[src/source/spi_hub_pkg.sv]
package spi_hub_pkg;

  // port count, 1 to 8 ports supported
  localparam int NUM_PORTS = 4;
  localparam int PORT_W    = (NUM_PORTS > 1) ? $clog2(NUM_PORTS) : 1;

  // SPI word, always four bytes MSB first
  localparam int WORD_W = 32;

  // rx fifo sizing
  localparam int RX_DEPTH = 8;
  localparam int RX_PTR_W = (RX_DEPTH > 1) ? $clog2(RX_DEPTH) : 1;
  localparam int LEVEL_W  = $clog2(RX_DEPTH + 1);  // level counts 0..RX_DEPTH

  // apb address width, byte addressed
  localparam int APB_ADDR_W = 8;

  // register map
  localparam logic [APB_ADDR_W-1:0] ADDR_CTRL    = 8'h00;  // per-port enables
  localparam logic [APB_ADDR_W-1:0] ADDR_STATUS  = 8'h04;  // level, pending, overrun
  localparam logic [APB_ADDR_W-1:0] ADDR_RX_DATA = 8'h08;  // read pops one word
  localparam logic [APB_ADDR_W-1:0] ADDR_RX_PORT = 8'h0C;  // source of last pop
  localparam logic [APB_ADDR_W-1:0] ADDR_TX_BASE = 8'h10;  // TX_WORD[i] at base + 4*i

  // first address past the TX_WORD block
  localparam logic [APB_ADDR_W-1:0] ADDR_TX_END =
    ADDR_TX_BASE + APB_ADDR_W'(4 * NUM_PORTS);

  // STATUS field positions
  // level sits at bit 0, LEVEL_W bits wide
  localparam int STAT_PEND_LSB = 8;   // tx word pending, one bit per port
  localparam int STAT_OVR_LSB  = 16;  // sticky overrun, write one to clear

endpackage

[src/source/spi_apb_regs.sv]
`timescale 1ns/1ps

module spi_apb_regs (
  input  logic                                clk,
  input  logic                                rst,
  input  logic [spi_hub_pkg::APB_ADDR_W-1:0]  paddr,
  input  logic                                psel,
  input  logic                                penable,
  input  logic                                pwrite,
  input  logic [31:0]                         pwdata,
  output logic [31:0]                         prdata,
  output logic                                pready,
  output logic                                pslverr,
  output logic [spi_hub_pkg::NUM_PORTS-1:0]   enable,
  output logic [spi_hub_pkg::WORD_W-1:0]      tx_word [spi_hub_pkg::NUM_PORTS],
  output logic [spi_hub_pkg::NUM_PORTS-1:0]   tx_pending,
  input  logic [spi_hub_pkg::NUM_PORTS-1:0]   tx_taken,
  input  logic [spi_hub_pkg::NUM_PORTS-1:0]   overrun,
  input  logic [spi_hub_pkg::LEVEL_W-1:0]     rx_level,
  input  logic [spi_hub_pkg::WORD_W-1:0]      rx_data,
  input  logic [spi_hub_pkg::PORT_W-1:0]      rx_port,
  output logic                                rx_pop
);

  logic                                access;
  logic                                wr_en;
  logic                                rd_first;  // first cycle of an RX_DATA read
  logic                                sel_ctrl;
  logic                                sel_status;
  logic                                sel_rxdata;
  logic                                sel_rxport;
  logic                                sel_tx;
  logic                                mapped;
  logic [spi_hub_pkg::APB_ADDR_W-1:0]  tx_off;
  logic [spi_hub_pkg::PORT_W-1:0]      tx_idx;
  logic                                rd_wait;
  logic                                rd_err;
  logic [spi_hub_pkg::WORD_W-1:0]      rd_data;
  logic [spi_hub_pkg::PORT_W-1:0]      last_port;
  logic [spi_hub_pkg::NUM_PORTS-1:0]   ovr;
  logic [31:0]                         status;

  // address decode
  assign sel_ctrl   = paddr == spi_hub_pkg::ADDR_CTRL;
  assign sel_status = paddr == spi_hub_pkg::ADDR_STATUS;
  assign sel_rxdata = paddr == spi_hub_pkg::ADDR_RX_DATA;
  assign sel_rxport = paddr == spi_hub_pkg::ADDR_RX_PORT;
  assign sel_tx     = (paddr >= spi_hub_pkg::ADDR_TX_BASE) &&
                      (paddr < spi_hub_pkg::ADDR_TX_END) && (paddr[1:0] == 2'b00);
  assign mapped     = sel_ctrl | sel_status | sel_rxdata | sel_rxport | sel_tx;
  assign tx_off     = paddr - spi_hub_pkg::ADDR_TX_BASE;
  assign tx_idx     = tx_off[2 +: spi_hub_pkg::PORT_W];

  assign access   = psel & penable;
  assign wr_en    = access & pwrite;
  assign rd_first = access & ~pwrite & sel_rxdata & ~rd_wait;
  assign pready   = access & ~rd_first;  // one wait state on RX_DATA reads only
  assign rx_pop   = rd_first & (rx_level != '0);

  // capture the fifo head during the wait cycle
  always_ff @(posedge clk) begin
    if (rst) begin
      rd_wait   <= 1'b0;
      rd_err    <= 1'b0;
      last_port <= '0;
    end else begin
      rd_wait <= rd_first;
      if (rd_first) begin
        rd_err <= rx_level == '0;  // empty pop
      end
      if (rx_pop) begin
        last_port <= rx_port;
      end
    end
  end

  always_ff @(posedge clk) begin
    if (rx_pop) begin
      rd_data <= rx_data;
    end
  end

  always_comb begin
    status = '0;
    status[spi_hub_pkg::LEVEL_W-1:0]                            = rx_level;
    status[spi_hub_pkg::STAT_PEND_LSB +: spi_hub_pkg::NUM_PORTS] = tx_pending;
    status[spi_hub_pkg::STAT_OVR_LSB +: spi_hub_pkg::NUM_PORTS]  = ovr;
  end

  // read data and error, only valid in the completing cycle
  always_comb begin
    prdata  = '0;
    pslverr = 1'b0;
    if (pready) begin
      if (!mapped) begin
        pslverr = 1'b1;
      end else if (!pwrite) begin
        if (sel_ctrl) begin
          prdata[spi_hub_pkg::NUM_PORTS-1:0] = enable;
        end else if (sel_status) begin
          prdata = status;
        end else if (sel_rxdata) begin
          pslverr = rd_err;
          prdata  = rd_err ? '0 : rd_data;
        end else if (sel_rxport) begin
          prdata[spi_hub_pkg::PORT_W-1:0] = last_port;
        end else begin
          prdata = tx_word[tx_idx];
        end
      end
    end
  end

  // control and sticky bits, a cpu write beats a same-cycle clear
  always_ff @(posedge clk) begin
    if (rst) begin
      enable     <= '0;
      tx_pending <= '0;
      ovr        <= '0;
    end else begin
      if (wr_en && sel_ctrl) begin
        enable <= pwdata[spi_hub_pkg::NUM_PORTS-1:0];
      end
      for (int i = 0; i < spi_hub_pkg::NUM_PORTS; i++) begin
        if (wr_en && sel_tx && tx_idx == spi_hub_pkg::PORT_W'(i)) begin
          tx_pending[i] <= 1'b1;
        end else if (tx_taken[i]) begin
          tx_pending[i] <= 1'b0;
        end
        if (overrun[i]) begin
          ovr[i] <= 1'b1;  // a new overrun wins over the clear
        end else if (wr_en && sel_status && pwdata[spi_hub_pkg::STAT_OVR_LSB + i]) begin
          ovr[i] <= 1'b0;
        end
      end
    end
  end

  always_ff @(posedge clk) begin
    if (wr_en && sel_tx) begin
      tx_word[tx_idx] <= pwdata;
    end
  end

  a_pop_then_done: assert property (@(posedge clk) disable iff (rst)
    rx_pop |-> (rx_level != '0) ##1 pready)
    else $error("pop on empty fifo or read not completed after wait cycle");

endmodule

[config.mk]
export PLATFORM = sky130hd
export DESIGN_NAME = spi_apb_regs
export DESIGN_NICKNAME = d
export VERILOG_FILES = /design/src/source/spi_hub_pkg.sv /design/src/source/spi_apb_regs.sv
export SDC_FILE = /design/constraint.sdc
export NUM_CORES = 1
export LEC_CHECK = 0
export ABC_AREA = 1
export BUFFER_PORTS_ARGS = -buffer_cell sky130_fd_sc_hd__buf_4
export CORE_MARGIN = 3
export CORE_UTILIZATION = 54
export CTS_BUF_LIST = sky130_fd_sc_hd__clkbuf_8 sky130_fd_sc_hd__clkbuf_16
export CTS_CLUSTER_SIZE = 25
export DETAILED_ROUTE_END_ITERATION = 8
export GPL_TIMING_DRIVEN = 0
export PLACE_DENSITY = 0.85
export SYNTH_ARGS = -nofsm -noshare
export SYNTH_HDL_FRONTEND = slang
export SYNTH_SLANG_ARGS = --single-unit
[constraint.sdc]
create_clock -name clk -period 7.05 [get_ports clk]
set_clock_uncertainty 0.05 [all_clocks]
set_input_delay 1.0575 -clock clk [delete_from_list [all_inputs] [get_ports clk]]
set_output_delay 1.0575 -clock clk [all_outputs]
set_load 0.005 [all_outputs]
# [After elaboration in Yosys (flattened, before gate mapping)]
# Cells that the tools add are included.
# W data, S select, Z words.
[word_totals] output_inout_bits=171 elab_cells=108 in_bits=91 register_bits=176
[classes] n_eq_ne=6 bitwise=15 add_sub_neg=1 magnitude_cmp=4 mux=38 reduce_logical=27
[ops] op="$mux W32" n=9
[ops] op="$bwmux W128" n=1
[ops] op="$bmux W32 S2" n=1
[ops] op="$demux W32 S2" n=1
[ops] op="$mux W30" n=1
[ops] op="$mux W28" n=1
[ops] op="$mux W1" n=22
[ops] op="$eq A8 B4 Y1 const B" n=2
[ops] op="$reduce_bool A2 Y1" n=8
[ops] op="$logic_and A1 B1 Y1" n=14
[ops] op="$eq A8 B3 Y1 const B" n=1
[ops] op="$ge A8 B5 Y1 const B" n=1
[ops] op="$logic_not A8 Y1" n=1
[ops] op="$lt A8 B6 Y1 const B" n=1
[ops] op="$and A1 B1 Y1" n=7
[ops] op="$eq A2 B2 Y1 const B" n=2
[ops] op="$logic_not A2 Y1" n=2
[ops] op="$logic_not A4 Y1" n=1
[ops] op="$mux W4" n=1
[ops] op="$or A1 B1 Y1" n=4
[ops] op="$reduce_bool A4 Y1" n=1
[ops] op="$sub A4 B1 Y4 const B" n=1
[ops] op="$ge A3 B3 Y1 const B" n=1
[ops] op="$lt A3 B1 Y1 const B" n=1
[ops] op="4 further kinds" n=6

# [Longest topological paths before layout]
[depth] word_depth=12 depth_mapped=13 mapped_depth_nobuf=13

# [Least setup slack after synthesis]
# OpenSTA, ideal clock, no wires.
[synth_timing] kind="input to output" startpoint="input paddr[1] (netlist name)" endpoint="output rx_pop" required_ns=5.943 n_path_buf=0 path_slack_ns=3.470 arrival_ns=2.472 path_stages=5 path_cell_list="nor2_2 -> nand3_2 -> nor2_4 -> nand3_1 -> inv_1"
[synth_via] elab_chain_cells=4
[synth_lines] item="start, declared" line="spi_apb_regs.sv:6" rtl="input logic [spi_hub_pkg::APB_ADDR_W-1:0] paddr,"
[synth_lines] item="$eq A8 B4 Y1" line="spi_apb_regs.sv:46" rtl="assign sel_rxdata = paddr == spi_hub_pkg::ADDR_RX_DATA;"
[synth_lines] item="$and A1 B1 Y1 (2 in a row)" line="spi_apb_regs.sv:56" rtl="assign rd_first = access & ~pwrite & sel_rxdata & ~rd_wait;"
[synth_lines] item="$and A1 B1 Y1" line="spi_apb_regs.sv:58" rtl="assign rx_pop = rd_first & (rx_level != '0);"
[synth_lines] item="end, declared" line="spi_apb_regs.sv:22" rtl="output logic rx_pop"
# Every way passes these cells.

# [Worst setup path after layout]
[layout_timing] startpoint="input paddr[7] (netlist name)" endpoint="output rx_pop"
# Same word-level chain as after synthesis.

==> results.md <==
- Synth top area share: 64.1%
- Initial antenna violation count: 0
- CP peak stage delay: 1000 ps
- Chip height: 124 microns
- Clock Sinks: 176
- Total setup buffers inserted after CTS: 0
- Largest net degree at the start of global routing: 35
- DRC errors left: 0
- RSZ-0062 raised after global routing: false
- Dominant cell type by area after synthesis: edfxtp_1
- Relative slew margins: 12.9%
- Placement Setup Slack: 2600 ps
- Ys async rst share: 0%
- Clk buf depth: 2
- Slowest-stage cell, CP: inv_1
- Syn_area_per_cell: 11.2 sq um
- Syn_nets: 758
- CTS tree: yes
- Number of synthesized flops with an enable pin: 160
- Met3 usage: 11.1%
- Crit end category: output pin
- Die footprint: 15300 sq um
- Fmax: 225 MHz
- Post-CTS sizing: 0
- Worst setup SP type: input port
- Die width: 124 microns
- CP Data Required Time: 5940 ps
- Cell Chain, Critical Path: buf_4 -> nor2_2 -> nand3_2 -> nor2_4 -> nand3_1 -> inv_1 -> buf_4
- Clock Tree Root: clkbuf_16
- Row count: 42
- Fin nets: 1042
- Wire length per cell: 20.5 microns
- Clock latency at the later pin of the worst-skew pair: 430 ps
- Grt total ovfl: 0
- Slew Viols, Final: 0
- Max cap viols: 0
- Drt initial violations: 562
- Post-DP Area: 9780 sq um
- Fin crit period: 4450 ps
- Largest fanout on the critical path: 34
- Worst Path Arrival: 3340 ps
- Synth top cells by count: nand2_1, edfxtp_1, nor2_1
- Period utilization: 63.1%
- Vias post-DR: 6248
- Final hold viol count: 0
- All-Layer GR Usage: 30.5%
- Port Buf Inserts: 261
- Mapped Cells: 667
- Area delta synth->final: 38.0%
- Placed insts: 1108
- Core Region: 13400 sq um
- Beginning of the critical path: paddr[7]
- Seq/Total Area, Yosys: 68.4%
- Final Cell Area: 10300 sq um
- Initial Utilization: 55.9%
- CP Class: in2out
- Vias per inst: 5.48
- Post-synth cell types: 33
- Clk slew on worst S/H paths: 60 ps
- Syn. warnings: 0
- Static Leak: 4.35 nW
- Worst min path class: reg2reg
- Most common cell in the netlist: nand2_1
- Met2 usage: 53.2%
- Netlist Area Pre-Place: 7490 sq um
- GR met1 Demand/Resource: 34.4%
- Layer with the highest usage: met2
- Final Util: 77.2%
- Status: complete, no violations
- H-tree depth: 4
- Share of layout cells above drive strength 1: 37.7%
- Fillers: 892
- Number of synthesized register bits: 176
- Total CTS buffers: 17
- 1st-pass router iterations: 5
- Post-route setup TNS: 0 ps
- WL final: 23400 microns
- Most used cell, CP: buf_4
- Worst r2r src: rd_wait
- CP bufs+invs: 3
- First-pass GRT wire length: 33200 microns
- Post-Layout Cell Count: 1140
- Cts hold-fix bufs: 0
- Placer Congestion: 0.892
- CP delay by family, top: buffers and inverters
- Worst slew pin tran: 1300 ps
- Worst VDD drop: 0.205 mV
- Power density cells: 209 nW/um^2
- Hold path start: last_port[1]
- Setup-failing EPs final: 0
- Num ports: 262
- Ys flop type: edfxtp_1
- Post-DP HPWL: 17200 microns
- Final worst slack: 2600 ps
- Vias in the first global route: 5925
- Dominant cells by area after synthesis: edfxtp_1, nand2_1, dfxtp_1
- Number of antenna diodes: 0
- Final ANT Viol Nets: 0
==> per-layer routing <==
| layer | wire length, microns | vias to the layer above | part of all wire (%) |
|---|---|---|---|
| li1 | - | 2864 | - |
| met5 | 0 | - | 0 |
| met4 | 631 | 0 | 2.7 |
| met1 | 7970 | 2955 | 34 |
| met2 | 11900 | 380 | 51 |
| met3 | 2910 | 49 | 12 |
==> cells in the final DEF, fill, tap and decap left out <==
cell type   instances
inv_2               7
clkinvlp_4          3
clkbuf_16          17
edfxtp_1          160
nor2_1             40
o211ai_1           10
buf_4             265
nand2_8             1
a21oi_2             1
o21ai_0             9
clkinv_4            1
nand3_2             2
buf_1               1
nor3_1              2
nor3b_4             1
inv_1              38
clkinv_2            3
buf_6               3
nand2_4             3
a21oi_1            43
o22ai_1             3
inv_4               2
a211oi_1            3
nor2_2              3
or2_2               1
clkbuf_1           11
o21ba_1             2
nand2_1           227
o21ba_2             2
nand3_1            12
nand2_2             4
buf_2               9
inv_6               1
nand4_1            23
dfxtp_1            16
nor2_4              8
o21ai_1             1
bufinv_16           2
nor3_2             20
buf_12              4
==> worst register-to-register path: cells and delay by family, from the launching register on <==
| kind | cells | cell delay [ps] |
|---|---|---|
| DFF | 1 | 300 |
| and+or+nand+nor | 2 | 650 |
| buffers and inverters | 1 | 1000 |
==> final timing paths <==
check                       to  slack (ps)  depth (start not counted)
hold / removal    last_port[1]         440                          2
setup / recovery        rx_pop        2600                          7
hold reg to reg   last_port[1]         440                          2
setup reg to reg   rd_data[23]        4650                          3
==> final cells by class <==
cell class / instances / area (sq um) / share of cell area, %
timing repair buffer: 265 / 2040 / 19.7
multi-input combinational: 421 / 2080 / 20.1
sequential: 176 / 5120 / 49.6
clock buffer: 17 / 425 / 4.11
buffer: 28 / 154 / 1.49
inverter: 42 / 163 / 1.57
tap: 176 / 220 / 2.13
clock inverter: 15 / 134 / 1.29
==> stage by stage <==
step	hold WS, ps	power (mW)
5_1_grt	449	2.22
4_1_cts	434	2.16
2_1_floorplan	388	1.22
3_3_place_gp	416	1.29
6_report	436	2.16
3_5_place_dp	423	1.29
==> kinds of logic (layout without fill, tap and decap cells) <==
family	after synthesis	in the layout	share of synthesized area, %
AOI/OAI and AO/OA	74	74	5.75
DFF	176	176	68.4
buffers and inverters	70	367	4.23
and+or+nand+nor	347	347	21.6
==> where the power goes <==
| part | internal (mW) | leakage [nW] | switching [mW] | total (mW) |
|---|---|---|---|---|
| clock | 0.513 | 0.285 | 0.374 | 0.887 |
| combinational | 0.0556 | 2.50 | 0.0766 | 0.132 |
| sequential | 1.14 | 1.57 | 0.00118 | 1.14 |
| total | 1.71 | 4.35 | 0.452 | 2.16 |
==> flip-flops by register name, summed over array words and instances (netlist names) <==
signal,cells
enable,4
ovr,4
rd_data,32
rd_wait,1
last_port,2
rd_err,1
tx_pending,4
tx_word,128
(Power assumes the default switching activity.)
