==> src/source/spi_hub_pkg.sv <==
package spi_hub_pkg;

  // port count, 1 to 8 ports supported
  localparam int NUM_PORTS = 4;
  localparam int PORT_W    = (NUM_PORTS > 1) ? $clog2(NUM_PORTS) : 1;

  // SPI word, always four bytes MSB first
  localparam int WORD_W = 32;

  // rx fifo sizing
  localparam int RX_DEPTH = 8;
  localparam int RX_PTR_W = (RX_DEPTH > 1) ? $clog2(RX_DEPTH) : 1;
  localparam int LEVEL_W  = $clog2(RX_DEPTH + 1);  // level counts 0..RX_DEPTH

  // apb address width, byte addressed
  localparam int APB_ADDR_W = 8;

  // register map
  localparam logic [APB_ADDR_W-1:0] ADDR_CTRL    = 8'h00;  // per-port enables
  localparam logic [APB_ADDR_W-1:0] ADDR_STATUS  = 8'h04;  // level, pending, overrun
  localparam logic [APB_ADDR_W-1:0] ADDR_RX_DATA = 8'h08;  // read pops one word
  localparam logic [APB_ADDR_W-1:0] ADDR_RX_PORT = 8'h0C;  // source of last pop
  localparam logic [APB_ADDR_W-1:0] ADDR_TX_BASE = 8'h10;  // TX_WORD[i] at base + 4*i

  // first address past the TX_WORD block
  localparam logic [APB_ADDR_W-1:0] ADDR_TX_END =
    ADDR_TX_BASE + APB_ADDR_W'(4 * NUM_PORTS);

  // STATUS field positions
  // level sits at bit 0, LEVEL_W bits wide
  localparam int STAT_PEND_LSB = 8;   // tx word pending, one bit per port
  localparam int STAT_OVR_LSB  = 16;  // sticky overrun, write one to clear

endpackage

==> src/source/spi_slave_port.sv <==
`timescale 1ns/1ps

module spi_slave_port (
  input  logic                             clk,
  input  logic                             rst,
  input  logic                             enable,
  input  logic                             sck,
  input  logic                             ssel,
  input  logic                             mosi,
  output logic                             miso,
  input  logic [spi_hub_pkg::WORD_W-1:0]   tx_word,
  input  logic                             tx_pending,
  output logic                             tx_taken,
  output logic                             word_valid,
  output logic [spi_hub_pkg::WORD_W-1:0]   word_data,
  input  logic                             word_ready,
  output logic                             overrun
);

  logic [2:0]                     sck_q;   // two sync stages plus edge detect
  logic [2:0]                     ssel_q;
  logic [1:0]                     mosi_q;
  logic                           sck_rise;
  logic                           sck_fall;
  logic                           ssel_fall;
  logic                           in_frame;
  logic [2:0]                     bit_cnt;
  logic [1:0]                     byte_cnt;
  logic                           rx_done;
  logic                           word_end;
  logic [spi_hub_pkg::WORD_W-1:0] rx_shift;
  logic [spi_hub_pkg::WORD_W-1:0] tx_shift;
  logic                           tx_load;
  logic                           hold_load;
  logic                           accept;

  // bring the pins into the clk domain
  always_ff @(posedge clk) begin
    if (rst) begin
      sck_q  <= '0;
      ssel_q <= '1;  // deselected
      mosi_q <= '0;
    end else begin
      sck_q  <= {sck_q[1:0], sck};
      ssel_q <= {ssel_q[1:0], ssel};
      mosi_q <= {mosi_q[0], mosi};
    end
  end

  assign sck_rise  = sck_q[1] & ~sck_q[2];
  assign sck_fall  = ~sck_q[1] & sck_q[2];
  assign ssel_fall = enable & ssel_q[2] & ~ssel_q[1];  // disabled port ignores ssel

  // frame is open from ssel falling edge until ssel goes high again
  always_ff @(posedge clk) begin
    if (rst) begin
      in_frame <= 1'b0;
    end else if (!enable || ssel_q[1]) begin
      in_frame <= 1'b0;
    end else if (ssel_fall) begin
      in_frame <= 1'b1;
    end
  end

  // bit and byte counters, a partial word is lost when the frame closes
  always_ff @(posedge clk) begin
    if (rst) begin
      bit_cnt  <= '0;
      byte_cnt <= '0;
      rx_done  <= 1'b0;
      word_end <= 1'b0;
    end else begin
      rx_done <= 1'b0;
      if (!in_frame) begin
        bit_cnt  <= '0;
        byte_cnt <= '0;
        word_end <= 1'b0;
      end else if (sck_rise) begin
        bit_cnt <= bit_cnt + 3'd1;
        if (bit_cnt == 3'd7) begin
          byte_cnt <= byte_cnt + 2'd1;
          if (byte_cnt == 2'd3) begin
            rx_done  <= 1'b1;  // 32nd bit just shifted in
            word_end <= 1'b1;
          end
        end
      end else if (sck_fall) begin
        word_end <= 1'b0;
      end
    end
  end

  always_ff @(posedge clk) begin
    if (in_frame && sck_rise) begin
      rx_shift <= {rx_shift[spi_hub_pkg::WORD_W-2:0], mosi_q[1]};  // msb first
    end
  end

  // new tx word at frame start or on the falling edge after bit 32
  assign tx_load  = ssel_fall | (in_frame & sck_fall & word_end);
  assign tx_taken = tx_load;

  always_ff @(posedge clk) begin
    if (tx_load) begin
      tx_shift <= tx_pending ? tx_word : '0;
    end else if (in_frame && sck_fall) begin
      tx_shift <= {tx_shift[spi_hub_pkg::WORD_W-2:0], 1'b0};
    end
  end

  always_ff @(posedge clk) begin
    if (rst) begin
      miso <= 1'b0;
    end else begin
      miso <= enable & in_frame & tx_shift[spi_hub_pkg::WORD_W-1];
    end
  end

  // holding register toward the collector
  assign accept    = word_valid & word_ready;
  assign hold_load = rx_done & (~word_valid | word_ready);
  assign overrun   = rx_done & word_valid & ~word_ready;  // new word dropped

  always_ff @(posedge clk) begin
    if (rst) begin
      word_valid <= 1'b0;
    end else if (hold_load) begin
      word_valid <= 1'b1;
    end else if (accept) begin
      word_valid <= 1'b0;
    end
  end

  always_ff @(posedge clk) begin
    if (hold_load) begin
      word_data <= rx_shift;
    end
  end

  a_hold_stable: assert property (@(posedge clk) disable iff (rst)
    word_valid && !word_ready |=> word_valid && $stable(word_data))
    else $error("word_data changed before the collector took it");

  a_taken_pulse: assert property (@(posedge clk) disable iff (rst)
    tx_taken |=> !tx_taken)
    else $error("tx_taken held for more than one cycle");

endmodule

==> config.mk <==
export PLATFORM = sky130hd
export DESIGN_NAME = spi_slave_port
export DESIGN_NICKNAME = d
export VERILOG_FILES = /design/src/source/spi_hub_pkg.sv /design/src/source/spi_slave_port.sv
export SDC_FILE = /design/constraint.sdc
export NUM_CORES = 1
export LEC_CHECK = 0
export BUFFER_PORTS_ARGS = -buffer_cell sky130_fd_sc_hd__clkbuf_2
export CAP_MARGIN = 30
export CORE_MARGIN = 2
export CORE_UTILIZATION = 40
export CTS_CLUSTER_DIAMETER = 150
export DETAILED_ROUTE_END_ITERATION = 7
export GPL_TIMING_DRIVEN = 0
export RECOVER_POWER = 100
export SLEW_MARGIN = 40
export SYNTH_ARGS = -nofsm -noshare
export SYNTH_HDL_FRONTEND = slang
export SYNTH_SLANG_ARGS = --single-unit
==> constraint.sdc <==
create_clock -name clk -period 2.7 [get_ports clk]
set_input_delay 0.135 -clock clk [delete_from_list [all_inputs] [get_ports clk]]
set_output_delay 0.135 -clock clk [all_outputs]
set_load 0.05 [all_outputs]
Yosys cells after proc, flatten, opt, wreduce, memory -nomap -nowiden
Cells that the tools add are included.

Register bits after elaboration: 114. Input port bits: 40. Output and inout port bits: 36. Word-level logic and storage cells: 63.

$add $sub $neg: 2. Eq/ne operators: 4. Mux-type cells: 10. Bitwise gates (word level): 22. Reduce and logical (&&, ||, !) cells: 12.

Operators by type and width (count): $mux 32 (3); $and 1x1->1 (12); $not 1->1 (8); $mux 1 (7); $reduce_bool 2->1 (3); $ne 2x1->1 const B (2); $reduce_or 2->1 (2); $reduce_or 4->1 (1); $add 3x1->3 const B (1); $eq 3x3->1 const B (1); $reduce_and 3->1 (1); $add 2x1->2 const B (1); $eq 2x2->1 const B (1); $logic_and 1x1->1 (2); $or 1x1->1 (2); $reduce_and 2->1 (1); $logic_not 1->1 (1); $logic_or 1x1->1 (1).

Longest topological paths before layout
Depth in word-level cells: 6. Mapped depth: 6.

Worst setup path after synthesis
OpenSTA, ideal clock, no wires.

Path type: register to register. Start point: reg word_valid. End point: reg word_data[0] (netlist name) (enable). Library setup time: 0.425 ns. Arrival: 2.140 ns. Data required time: 2.275 ns. Path slack: 0.136 ns. Cell stages (with the launch flop): 3. Path buffers: 0. Period minus slack after synthesis: 2.564 ns. Cell sequence: dfxtp_1 > nor2b_1 > nor2b_1.

Longest elaborated chain between the ends: 3.

Ends and longest elaborated chain: start, declared (RTL line spi_slave_port.sv:14) `output logic word_valid,`; start signal, assigned (RTL line spi_slave_port.sv:126) `word_valid <= 1'b0;`; start signal, assigned (RTL line spi_slave_port.sv:128) `word_valid <= 1'b1;`; start signal, assigned (RTL line spi_slave_port.sv:130) `word_valid <= 1'b0;`; $not 1->1 (RTL line spi_slave_port.sv:121) `assign hold_load = rx_done & (~word_valid | word_ready);`; $or 1x1->1 (RTL line spi_slave_port.sv:121); $and 1x1->1 (RTL line spi_slave_port.sv:121); via hold_load (RTL line spi_slave_port.sv:34) `logic hold_load;`; end signal, assigned (RTL line spi_slave_port.sv:136) `word_data <= rx_shift;`; end, declared (RTL line spi_slave_port.sv:15) `output logic [spi_hub_pkg::WORD_W-1:0] word_data,`.

The timed path passes the listed nets, and every way through them passes these cells. A chain may end at the register's enable or synchronous reset.

Worst setup path in the final report
Start point: reg sck_q[1]. End point: out tx_taken.

Longest elaborated chain between the ends: 5.

Ends and longest elaborated chain: start, declared (RTL line spi_slave_port.sv:20) `logic [2:0] sck_q;`; start signal, assigned (RTL line spi_slave_port.sv:44) `sck_q <= {sck_q[1:0], sck};`; $not 1->1 (RTL line spi_slave_port.sv:51) `assign sck_fall = ~sck_q[1] & sck_q[2];`; $and 1x1->1 (RTL line spi_slave_port.sv:51); $and 1x1->1 (2 in a row) (RTL line spi_slave_port.sv:100) `assign tx_load = ssel_fall | (in_frame & sck_fall & word_end);`; $or 1x1->1 (RTL line spi_slave_port.sv:100); end, declared (RTL line spi_slave_port.sv:13) `output logic tx_taken,`.

Every way passes these cells.

==> impl_summary.md <==
Synthesis
The distinct cell type count of the synthesized netlist is 28. Counting every net in the synthesized netlist gives 310. The synthesis-stage register bit count is 114. The synthesized design spends more area on one cell type than any other, namely edfxtp_1. The adder-cell share of the synthesized area is 1.485%. The share of the synthesized area in compound gates (AO/OA/AOI/OAI) is 0.2970%. In this run the mean area of a mapped cell was 15.90 um^2. Of the post-synthesis cell area, the dominant cell type holds 68.43%.

By area the synthesized netlist is led by edfxtp_1, dfxtp_1, mux2i_1. The number of standard cells after synthesis is 265. Of the total synthesized cell area, the portion taken by AND, OR, NAND and NOR gates is 8.078%. The synthesis warning total is 0. The sequential share of the synthesized area is 76.98%. The xor/xnor cell area share of the yosys netlist is 0.4158%.

The portion of synthesized area spent on multiplexers is 7.841%. The combinational family with the most area after synthesis is simple AND/OR/NAND/NOR gates. The cell area after synthesis is 4213 um^2.

Hold path
For hold timing, the worst endpoint is tx_shift[0]. The hold path depth is 2. The type of the tightest min-delay check is input pin to flop. The startpoint of the most critical hold path is tx_pending.

STA
The number of setup violations in the final report is 0. The final critical-path required period is 2.193 ns. The number of max-slew violations in the final report was 0. The final critical path takes up 81.23% of the cycle. On the final layout, the worst hold slack is 0.02737 ns. The final worst clock skew is 0.006071 ns.

Headroom to the max-slew limit came out at 8.392%. The final hold violation count is 0. Derived from the worst setup path, the maximum achievable clock frequency is 455.9 MHz. The transition at the pin with the smallest max-transition slack is 1.371 ns. After routing, the total negative slack on setup checks comes to 0 ns.

Setup repair after global routing left no endpoint under its margin.

Power and ir drop
The proportion of power drawn by flip-flops and latches is 46.0%. The internal power component is 3303 uW. For this design the ratio of total power to cell area is 736.8 nW/um^2. Combinational cells account for 3.3% of the total power. The analysis attributes to net switching a power of 848.8 uW. The clock network burns 50.7% of the power. The leakage power summed over all cells is 0.002126 uW. The fraction of power spent switching nets is 20.44%. Across the VDD grid, the largest voltage drop is 0.3633 mV.

CTS
The insertion delay to the later sink of the worst-skew pair is 0.50 ns. The largest buffer count on any clock path is 2. The cell at the root of the clock tree is clkbuf_8. The post-CTS resize count is 0.

The register clock-pin slew on the reported worst setup and hold paths is 0.05 ns. The TritonCTS clock tree is done. Hold repair after CTS inserted 39 buffers.

The clock tree synthesis step divided the H-tree into 4 levels. The buffer count from post-CTS setup fixing is 0. TritonCTS created 17 clock buffers.

For this design, the sink count on the clock tree is 114.

Setup path
The critical path buffer and inverter count is 3. The startpoint of the worst-slack reg-to-reg timing path is sck_q[1]. The critical path arrival is 2.06 ns. Walking the worst path, the cells encountered are inv_1, ha_1, nand3_2, nand2_1, buf_12, clkbuf_1. The capture point of the worst reg-to-reg path is tx_shift[15]. In this run the worst path has a maximum fanout of 10. The critical path's largest stage delay is 0.48 ns. The library cell contributing the largest single delay on the critical path is clkbuf_1.

The number of cells on the worst reg-to-reg path is 4. The internal reg-to-reg setup slack is 0.68 ns. The endpoint class of the critical path is an output pin. The worst setup path is of the flop to output pin kind.

The type of element launching the critical path is a flop. For the worst setup path, the data required time is 2.57 ns. Among cell families on the critical path, the largest total delay comes from buffers and inverters.

GRT
The routing layer with the top usage in global route is met2. After global routing the overflow that remains totals 0. The met2 capacity usage during global routing is 18.70%. The routing usage on met1 is 17.32%. The first global-routing pass estimated 11120 um of wire. Entering global routing, the biggest net connects 34 pins. The aggregate global-route resource usage is 12.98%.

The via count of the first global-routing pass is 2339. For this run, global-route usage on met3 was measured as 4.620%. The initial antenna violation count is 0.

Route
The total via count after detailed routing is 2390. The number of violations reported at the end of detailed-routing iteration 0 is 95. The count of TritonRoute iterations in the first routing pass is 4. The residual DRC count is 0. The total wire length is 6760 um. After detailed routing, the number of vias per cell comes to 4.361. In the final routed layout, each cell accounts on average for 12.34 um. The antenna violation net count after detailed routing is 0.

Outcome
The run finished with clean final reports.

Layout
The finished cells cover 5635 um^2. The number of nets in the finished design is 444. The repair_antennas step left the layout with diodes totalling 0.

The layout-stage area growth over the synthesis result is 33.77%. Leaving out fill and tap cells, the most frequent cell in the layout is edfxtp_1. Fill cells in the final layout number 905. In the layout the commonest cells are edfxtp_1, clkbuf_1, dlygate4sd3_1, nand2_1, clkbuf_2.

The sequential cell area is 3243 um^2. The share of cells above drive strength 1 is 18.69%. The multi-input logic area is 757.0 um^2.

Floorplanning
The initial utilization of the core area, before any placement, comes to 40.99%. The floorplan step set the die height to 106.6 um. From left edge to right edge, the die measures 106.6 um.

The I/O pin count is 76. The full die area is 11370 um^2. The floorplan row count is 37. The floorplan step defined a core boundary enclosing 10280 um^2.

Place
The post-DP HPWL is 4049 um. The placement-stage cell area is 4783 um^2. The number of buffers added on ports is 75. Routability-driven placement finished with a final weighted congestion of 0.7052.

Job
The tool flagged a number of max-cap violations equal to 0.
Yosys cell counts, drive strengths merged:
cell and n:
edfxtp 96, nand2 38, inv 33, mux2i 33
dfxtp 18, nor2 12, buf 5, ha 5
and2b 4, clkbuf 3, or2 3, and2 2
nand3 2, nor2b 2, nor3b 2, a21oi 1
and3 1, nand3b 1, o21a 1, or2b 1
xnor2 1, xor2 1
cells by family (layout without fill, tap and decap cells):
family / Yosys count / after routing
mux: 33 / 33
simple gates: 68 / 68
fa+ha+maj: 5 / 5
flops: 114 / 114
xor+xnor: 2 / 2
compound gates: 2 / 2
buf+inv: 41 / 188
worst max-delay path by stage:
stage | from | to | slack [ns] | cells after the start
2_1_floorplan | word_valid | word_data[0] | 0.14 | 2
3_3_place_gp | word_valid | word_data[23] | -0.18 | 2
3_5_place_dp | sck_q[2] | rx_shift[12] | 0.93 | 4
4_1_cts | sck_q[1] | tx_taken | 0.75 | 6
5_1_grt | sck_q[1] | tx_taken | 0.36 | 6
6_report | sck_q[1] | tx_taken | 0.51 | 6
final cells by class:
class,instances,share of cell area (%)
well taps,136,3.020
multi-input cells,110,13.43
flip-flops and latches,114,57.55
inverters,33,2.198
clock buffers,17,7.349
clock inverters,15,2.775
repair buffers,115,12.83
plain buffers,8,0.8437
power by group through the flow:
stage | clock [uW] | sequential (uW) | combinational [uW]
floorplan | 0 | 1940 | 56.7
global placement | 0 | 1940 | 97.5
detailed placement | 0 | 1940 | 98.6
CTS | 2160 | 1910 | 142
global route | 2240 | 1910 | 152
finish | 2110 | 1910 | 137
routing by layer:
metal | wire length, um | vias to the layer above
met4 | 97 | 0
met2 | 3117 | 64
met5 | 0 | -
met1 | 3204 | 1134
met3 | 341 | 8
li1 | - | 1184
through the flow:
stage | setup WS, ns | util (%) | cells | power [uW]
floorplan | 0.1357 | - | 265 | 2000
global placement | -0.1768 | 46.30 | 476 | 2042
detailed placement | 0.9257 | 46.54 | 477 | 2043
CTS | 0.7484 | 55.89 | 548 | 4211
global route | 0.3600 | 54.83 | 548 | 4305
finish | 0.5068 | 54.83 | 548 | 4152
sequential cells by signal (all words and copies together), names as in the netlist, 2 cells and up:
register and count:
bit_cnt 3, ssel_q 3, rx_shift 32, sck_q 3, byte_cnt 2, tx_shift 32
mosi_q 2, word_data 32
worst reg2reg max path, stage by stage, from the launching register on:
cell	delay, ns
dfxtp_1	0.33
inv_1	0.06
ha_1	0.22
nand2_1	0.07
nand2_1	0.77
Note: power is estimated with default switching activity, not from simulation.
